`src/verilog/cpu_pkg.sv`:
```
`default_nettype none

package cpu_pkg;

	typedef logic [31:0] word_t;
	typedef logic [4:0] reg_idx_t;

	// major opcodes of the supported RV32I subset
	typedef enum logic [6:0] {
		op_r      = 7'b0110011,
		op_imm    = 7'b0010011,
		op_load   = 7'b0000011,
		op_store  = 7'b0100011,
		op_branch = 7'b1100011,
		op_jal    = 7'b1101111,
		op_system = 7'b1110011
	} opcode_t;

	typedef enum logic [2:0] {
		alu_add,
		alu_sub,
		alu_and,
		alu_or,
		alu_xor,
		alu_slt
	} alu_op_t;

	typedef struct packed {
		logic valid;
		word_t pc;
		word_t instr;
	} if_id_t;

	typedef struct packed {
		logic valid;
		word_t pc;
		word_t rs1_val;
		word_t rs2_val;
		reg_idx_t rs1;
		reg_idx_t rs2;
		reg_idx_t rd;
		word_t imm;
		alu_op_t alu_op;
		logic use_imm;
		logic mem_read;
		logic mem_write;
		logic reg_write;
		logic is_beq;
		logic is_bne;
		logic is_jal;
		logic is_halt;
	} id_ex_t;

	typedef struct packed {
		logic valid;
		word_t alu_result;
		word_t store_data;
		reg_idx_t rd;
		logic mem_read;
		logic mem_write;
		logic reg_write;
		logic is_halt;
	} ex_mem_t;

	typedef struct packed {
		logic valid;
		reg_idx_t rd;
		word_t wb_data;
		logic reg_write;
		logic is_halt;
	} mem_wb_t;

	typedef struct packed {
		logic taken;
		word_t target;
	} redirect_t;

endpackage

`default_nettype wire
```
`src/verilog/execute_stage.sv`:
```
`default_nettype none

module execute_stage (
	input wire input_clk,
	input wire rst,
	input wire freeze,
	input wire cpu_pkg::id_ex_t id_ex,
	input wire cpu_pkg::mem_wb_t mem_wb,
	output cpu_pkg::redirect_t ex_redirect,
	output cpu_pkg::ex_mem_t ex_mem
);
	import cpu_pkg::*;

	word_t op_a;
	word_t op_b;
	word_t rs2_fwd;
	word_t alu_out;
	word_t link_addr;
	logic equal;
	ex_mem_t ex_next;

	// ex_mem is younger than mem_wb, so it is checked first
	function automatic word_t forward(reg_idx_t idx, word_t rf_val, ex_mem_t em,
			mem_wb_t wb);
		if (idx == '0) begin
			return rf_val;
		end
		if (em.valid && em.reg_write && !em.mem_read && em.rd == idx) begin
			return em.alu_result;
		end
		if (wb.valid && wb.reg_write && wb.rd == idx) begin
			return wb.wb_data;
		end
		return rf_val;
	endfunction

	assign op_a = forward(id_ex.rs1, id_ex.rs1_val, ex_mem, mem_wb);
	assign rs2_fwd = forward(id_ex.rs2, id_ex.rs2_val, ex_mem, mem_wb);
	assign op_b = id_ex.use_imm ? id_ex.imm : rs2_fwd;

	always_comb begin
		case (id_ex.alu_op)
			alu_add: alu_out = op_a + op_b;
			alu_sub: alu_out = op_a - op_b;
			alu_and: alu_out = op_a & op_b;
			alu_or: alu_out = op_a | op_b;
			alu_xor: alu_out = op_a ^ op_b;
			alu_slt: alu_out = {31'd0, $signed(op_a) < $signed(op_b)};
			default: alu_out = '0;
		endcase
	end

	assign equal = (op_a == rs2_fwd);
	assign link_addr = id_ex.pc + 32'd4;

	assign ex_redirect.taken = id_ex.valid &&
		((id_ex.is_beq && equal) || (id_ex.is_bne && !equal) || id_ex.is_jal);
	assign ex_redirect.target = id_ex.pc + id_ex.imm;

	always_comb begin
		ex_next.valid = id_ex.valid;
		ex_next.alu_result = id_ex.is_jal ? link_addr : alu_out;
		ex_next.store_data = rs2_fwd;
		ex_next.rd = id_ex.rd;
		ex_next.mem_read = id_ex.mem_read;
		ex_next.mem_write = id_ex.mem_write;
		ex_next.reg_write = id_ex.reg_write;
		ex_next.is_halt = id_ex.is_halt;
	end

	always_ff @(posedge input_clk) begin
		if (rst) begin
			ex_mem.valid <= 1'b0;
		end else if (!freeze) begin
			ex_mem <= ex_next;
		end
	end

endmodule

`default_nettype wire

```
`config.mk`:
```
export PLATFORM = sky130hd
export DESIGN_NAME = execute_stage
export DESIGN_NICKNAME = d
export VERILOG_FILES = /design/src/verilog/cpu_pkg.sv /design/src/verilog/execute_stage.sv
export SDC_FILE = /design/constraint.sdc
export NUM_CORES = 1
export LEC_CHECK = 0
export BUFFER_PORTS_ARGS = -buffer_cell sky130_fd_sc_hd__buf_2
export CORE_MARGIN = 2
export CORE_UTILIZATION = 40
export DETAILED_ROUTE_END_ITERATION = 10
export SYNTH_ARGS = -nofsm -noshare
export SYNTH_HDL_FRONTEND = slang
export SYNTH_SLANG_ARGS = --single-unit
```
`constraint.sdc`:
```
create_clock -name input_clk -period 19.06 [get_ports input_clk]
set_clock_uncertainty 0.15 [all_clocks]
set_input_delay 5.718 -clock input_clk [delete_from_list [all_inputs] [get_ports input_clk]]
set_output_delay 5.718 -clock input_clk [all_outputs]
set_load 0.03 [all_outputs]
```
==> flow_summary_export.csv, run 1 <==
group,metric,value,unit
die,io_pins,305,
die,die_h,177.9,um
critical_path,cp.arrival,9710,ps
finish,regMostFlops,"ex_mem",
drt,routed_wl,54230,um
synthesis,yosysWarnings,0,
placed_design,numPortBuffers,303,
finish,stdcell_count,2275,
die,start_util,40.72,%
timing,grt_setup_unrepaired,"false",
die,dieArea,31660,um2
clocking,cts_tree,"done",
drt,drc,0,
synthesis,synthFlopType,"edfxtp_1",
timing,fin_setup_tns,0,ps
pwr,p_leak,6.287,nW
clocking,clockRootBuffer,"clkbuf_16",
clocking,clkLatencyLatePin,340,ps
timing,worst_pin_slew,990.7,ps
clocking,cts_setup_buffers,0,
drt,drtPass1Iterations,5,
timing,slew_headroom,33.95,%
timing,slew_viol_final,0,
pwr,power_density,55.97,nW/um2
synthesis,ys_seq_area_share,18.28,%
synthesis,syn_inst,1635,
timing,min_period_over_period,81.73,%
drt,drtIter0Drc,1822,
timing,fmax,64.20,MHz
synthesis,ys_ff_latch,74,
drt,ant_nets,0,
global_routing,antenna_found_initial,1,
synthesis,async_flop_share,0,%
finish,largest_register_ffs,74,
placed_design,gp_congestion,0.9707,
die,core,29720,um2
global_routing,gr-total-overflow,0,
timing,hold_violations,0,
clocking,htreeDepth,3,
critical_path,crit_path_end_kind,"output pin",
global_routing,grt_use_total,33.28,%
critical_path,critPathRequiredTime,13190,ps
synthesis,synth_fp_nets,1971,
global_routing,grt_max_degree,74,
finish,multi_input_area,8867,um2
die,num_rows,63,
clocking,cts_made_buffers,9,
critical_path,crit_type,"in2out",
critical_path,critPathLaunchType,"primary input",
die,die_x,177.9,um
finish,areaGrowthSynthToFinish,17.52,%
drt,wire_per_inst,23.84,um
timing,layout_min_cycle_time,15580,ps
clocking,clk_pin_slew,70,ps
placed_design,hpwl,42590,um
synthesis,avgSynthCellArea,7.402,um2
clocking,hold_buffers,0,
critical_path,crit_fanout,33,
finish,drive_above_1_share,19.86,%
placed_design,dpl.cell_count,2257,
synthesis,synth_cell_types,83,
clocking,cts_sinks,74,
timing,setup_viol,0,
global_routing,grt_pass1_wl,79970,um
finish,fill_cells,3091,
finish,num-nets-final,2214,
drt,vias,14163,
synthesis,synth-edff-count,73,
finish,top_regs,"ex_mem x74",
worst_hold_path,hold_class,"reg2reg",
clocking,clock_path_buffers,2,
job,maxCapViolations,0,
synthesis,synthesis.area,12100,um2
status,status,"completed",
global_routing,grt_pass1_vias,13152,
clocking,postCtsResizedCells,0,
pwr,vdd_drop_max,0.03789,mV
drt,viasPerCell,6.225,
finish,ff_latch_area,2212,um2
==> cells in the mapped netlist, types with 15 or more instances <==
cell type	count	area share (%)
a211oi_1	34	2.1
a21o_1	25	1.6
a21oi_1	114	4.7
a31oi_1	53	2.7
clkbuf_1	85	2.6
edfxtp_1	73	18
ha_1	135	14
inv_1	176	5.5
nand2_1	102	3.2
nand2b_1	15	0.78
nand3_1	35	1.4
nor2_1	130	4.0
nor3_1	64	2.6
nor4_1	18	0.93
o211ai_1	16	0.99
o21ai_0	101	4.2
o22a_1	33	2.4
o22ai_1	73	3.8
xnor2_1	43	3.1
xor2_1	64	4.6
==> report_power, final <==
part / leakage (nW) / internal [mW] / switching, mW
registers: 0.684 / 0.193 / 0.00807
logic: 5.48 / 0.145 / 0.292
clock network: 0.126 / 0.0881 / 0.0698
==> final timing paths <==
path                            from                       to  slack [ps]  cells past startpoint
max reg2reg      ex_mem[3]$_DFFE_PP_     ex_mem[71]$_DFFE_PP_       11910                     20
min reg2reg  ex_mem[73]$_SDFFE_PP0N_  ex_mem[73]$_SDFFE_PP0N_         400                      2
min          ex_mem[73]$_SDFFE_PP0N_  ex_mem[73]$_SDFFE_PP0N_         400                      2
max                        id_ex[52]          ex_redirect[32]        3480                     14
==> metrics by stage <==
stage	utilization (%)	worst slack [ps]	total power [mW]	cell area, um2	hold WS [ps]
2_1_floorplan	-	4418	0.4894	12100	494.9
3_3_place_gp	46.95	3535	0.6280	13950	382.9
3_5_place_dp	46.95	3544	0.6292	13950	404.7
4_1_cts	47.84	3520	0.7865	14220	414.0
5_1_grt	47.84	3245	0.8362	14220	426.1
6_report	47.86	3483	0.7960	14220	404.1
==> layout by cell type, fill, tap and decap left out, types with 7 or more instances in the layout <==
cell       synthesis  layout
a21oi_1          114     113
nand2b_1          15      15
o22a_1            33      33
ha_1             135     135
o21ai_1            7       8
a2111oi_0         10      10
o21a_1            12      12
o21bai_1          14      14
nor2b_1            7       7
a211oi_1          34      34
or3_1              9       9
nand2_1          102     102
xnor2_1           43      43
o31ai_1            9       9
nor4_1            18      18
o22ai_1           73      73
nand4_1            8       8
nand3_1           35      35
or4_1             11      11
nor3_1            64      63
buf_4              1      27
and2_1            10      10
clkbuf_16          0       9
o21ai_0          101     100
o221ai_1           7       7
inv_1            176     176
a21o_1            25      25
buf_2              6     303
nor2_1           130     127
xor2_1            64      64
and3_1            14      14
a22oi_1            8       8
edfxtp_1          73      73
o211ai_1          16      16
a31oi_1           53      53
==> cell type report <==
class | count | area share, %
multi-input combinational | 1286 | 62.35
tap | 390 | 3.431
inverter | 177 | 4.671
clock inverter | 5 | 0.2375
sequential | 74 | 15.55
antenna | 2 | 0.03519
clock buffer | 11 | 1.636
timing repair buffer | 330 | 12.09
==> kinds of logic after synthesis <==
group	synth area share, %
AOI/OAI and AO/OA	33.26
and+or+nand+nor	17.31
buffers and inverters	8.623
adders and majority gates	14.45
xor gates and xnor gates	7.744
DFF	18.28
muxes	0.3309
==> worst max-delay path, cell delays in order <==
cell and delay [ps]:
buf_2 120, xnor2_1 130, and4_1 240, nand2_1 70, buf_4 270, a21oi_2 730, buf_4 380, o22ai_1 290
xor2_1 260, nor4_1 600, nand4_1 280, o21ai_0 220, o311a_1 180, buf_2 190
==> routing by layer <==
metal / GRT usage, % / vias up / share of wire [%]
li1: - / 6527 / -
met1: 49.07 / 6717 / 45
met2: 50.84 / 846 / 43
met3: 3.792 / 73 / 10
met4: 9.255 / 0 / 2.3
met5: 0 / - / 0
No activity file was read; power rests on OpenSTA's default activity.
==> inputs of run 2 (changes only) <==
--- a/config.mk
+++ b/config.mk
@@ -5,6 +5,7 @@
 export SDC_FILE = /design/constraint.sdc
 export NUM_CORES = 1
 export LEC_CHECK = 0
+export ABC_AREA = 1
 export BUFFER_PORTS_ARGS = -buffer_cell sky130_fd_sc_hd__buf_2
 export CORE_MARGIN = 2
 export CORE_UTILIZATION = 40
==> constraint.sdc (replaced) <==
create_clock -name input_clk -period 16.19 [get_ports input_clk]
set_clock_uncertainty 0.15 [all_clocks]
set_input_delay 4.857 -clock input_clk [delete_from_list [all_inputs] [get_ports input_clk]]
set_output_delay 4.857 -clock input_clk [all_outputs]
set_load 0.03 [all_outputs]
==> run 2 against run 1 <==
Compared with the run above: sequential share of layout area decreased by 1.5 points; highest routed layer unchanged; design area grew 11%; combinational power grew 24%; critical path type unchanged; die area grew 13%; area after synthesis is 13% higher; first-iteration DRC count is 14% lower; routed wire length is 20% higher; global-route usage increased by 1.7 points; sequential power grew 15%; register-to-register slack lost 2000 ps.
==> flow_summary_export.csv, run 2 <==
group,metric,value,unit
placed_design,hpwl,53020,um
die,die_h,188.9,um
critical_path,path_buf_inv,3,
synthesis,ys_seq_area_share,16.17,%
synthesis,avgSynthCellArea,5.790,um2
synthesis,synthesis.area,13680,um2
pwr,p_leak,8.548,nW
synthesis,yosysWarnings,0,
timing,hold_ws,383.0,ps
drt,ant_nets,0,
die,io_pins,305,
timing,worst_pin_slew,1071,ps
synthesis,yosys-top-cells-count,"nand2_1 (557), inv_1 (385), nor2_1 (344)",
drt,routed_wl,65010,um
global_routing,grt_pass1_wl,94230,um
critical_path,worstPathCellList,"buf_2 -> ha_1 -> inv_1 -> fa_1 -> o21ai_0 -> a31oi_1 -> o21ai_0 -> a31oi_1 -> o21ai_0 -> a21oi_1 -> xor2_1 -> buf_2",
timing,fin_setup_tns,0,ps
clocking,cts_setup_buffers,0,
timing,fmax,72.88,MHz
critical_path,cp_top_family,"compound AO/OA/AOI/OAI gates",
clocking,clk_pin_slew,60,ps
critical_path,critPathLaunchType,"primary input",
global_routing,grt_max_degree,65,
pwr,p_total,962.7,uW
die,num_rows,67,
finish,drive_above_1_share,15.20,%
critical_path,critPathRequiredTime,11180,ps
global_routing,grt_pass1_vias,15606,
drt,drtIter0Drc,1560,
timing,grt_setup_unrepaired,"false",
clocking,cts_made_buffers,9,
critical_path,crit_path_end_kind,"output pin",
drt,wl_met2,30950,um
clocking,clkLatencyLatePin,350,ps
synthesis,ys_top_cells_by_area,"edfxtp_1 (16%), nand2_1 (15%), ha_1 (12%)",
timing,min_period_over_period,84.75,%
timing,setup_viol,0,
drt,drt-met1-wl,25770,um
finish,stdcell_area,15730,um2
timing,hold_violations,0,
synthesis,synth-edff-count,73,
die,die_x,188.9,um
placed_design,gp_congestion,0.9791,
die,start_util,40.70,%
drt,route.met3.wl,4510,um
finish,regMostFlops,"ex_mem",
drt,viasPerCell,5.489,
synthesis,synthMostInstantiatedCell,"nand2_1",
critical_path,crit_type,"in2out",
clocking,hold_buffers,0,
synthesis,synth_cell_types,52,
placed_design,numPortBuffers,303,
clocking,htreeDepth,3,
finish,fill_cells,3724,
critical_path,cp_common_cell,"o21ai_0",
timing,layout_min_cycle_time,13720,ps
worst_hold_path,hold_class,"reg2reg",
clocking,clockRootBuffer,"clkbuf_16",
finish,num-nets-final,2943,
finish,most-common-layout-cells,"nand2_1 (557), inv_1 (385), nor2_1 (342)",
placed_design,dpl_cell_area,15460,um2
drt,vias,16813,
drt,top_layer,"met4",
finish,largest_register_ffs,74,
synthesis,synth_top_cell_by_area,"edfxtp_1",
timing,slew_viol_final,0,
job,maxCapViolations,0,
finish,mostFrequentLayoutCell,"nand2_1",
die,core,33620,um2
clocking,postCtsResizedCells,0,
drt,wire_per_inst,21.22,um
finish,areaGrowthSynthToFinish,14.94,%
critical_path,max_stage_delay,840,ps
status,status,"completed",
global_routing,gr-total-overflow,0,
die,dieArea,35700,um2
pwr,vdd_drop_max,0.05433,mV
synthesis,async_flop_share,0,%
critical_path,crit_fanout,3,
pwr,power_density,61.22,nW/um2
timing,slew_headroom,28.40,%
synthesis,synthFlopType,"edfxtp_1",
critical_path,cpMaxStageDelayCell,"o21ai_0",
drt,drc,0,
global_routing,antenna_found_initial,4,
synthesis,synth_top_area_share,16.02,%
clocking,clock_path_buffers,2,
clocking,cts_sinks,74,
synthesis,syn_inst,2363,
synthesis,synth_fp_nets,2699,
critical_path,cp.arrival,8710,ps
synthesis,ys_ff_latch,74,
global_routing,grt_use_total,35.01,%
clocking,cts_tree,"done",
finish,top_regs,"ex_mem x74",
drt,drtPass1Iterations,7,
run 2: cell families after synthesis:
| logic type | synth area share, % |
|---|---|
| fa+ha+maj | 12.79 |
| simple gates | 31.71 |
| xor+xnor | 2.433 |
| buf+inv | 14.19 |
| compound gates | 22.72 |
| flops | 16.17 |
run 2: worst paths after layout:
kind	start	to	slack [ps]	depth (start not counted)
max reg2reg	ex_mem[4]$_DFFE_PP_	ex_mem[67]$_DFFE_PP_	9940	29
min reg2reg	ex_mem[73]$_SDFFE_PP0N_	ex_mem[73]$_SDFFE_PP0N_	380	2
min	ex_mem[73]$_SDFFE_PP0N_	ex_mem[73]$_SDFFE_PP0N_	380	2
max	id_ex[122]	ex_redirect[28]	2470	12
run 2: worst min-delay path: cells and delay by family (launching register included):
family / cells / cell delay (ps)
flops: 1 / 340
simple gates: 1 / 80
compound gates: 1 / 70
run 2: routing by layer:
layer	global-route usage, %	up-vias
met5	0	-
met4	17.94	0
met3	4.300	163
met2	60.96	851
met1	42.31	7693
li1	-	8106
run 2: cell type report:
cell class | instances | area (um2) | area share, %
diodes | 4 | 10.01 | 0.06365
clock buffers | 11 | 232.7 | 1.480
clock inverters | 4 | 20.02 | 0.1273
inverters | 405 | 1520 | 9.667
multi-input cells | 1800 | 9548 | 60.72
flip-flops and latches | 74 | 2212 | 14.07
well taps | 448 | 560.5 | 3.565
repair buffers | 317 | 1622 | 10.31
run 2: stage by stage:
step           std cells  worst slack, ps  util, %
6_report            3063             2469    46.78
5_1_grt             3063             2351    46.78
4_1_cts             3059             2580    46.75
3_5_place_dp        3044             2611    46.00
3_3_place_gp        3044             2604    46.00
2_1_floorplan       2363             3900        -
run 2: power breakdown:
part	switching, mW	total [mW]	leakage, nW	internal, mW
Sequential	0.00741	0.231	0.702	0.224
Clock	0.0861	0.188	0.120	0.102
Combinational	0.385	0.543	7.73	0.158
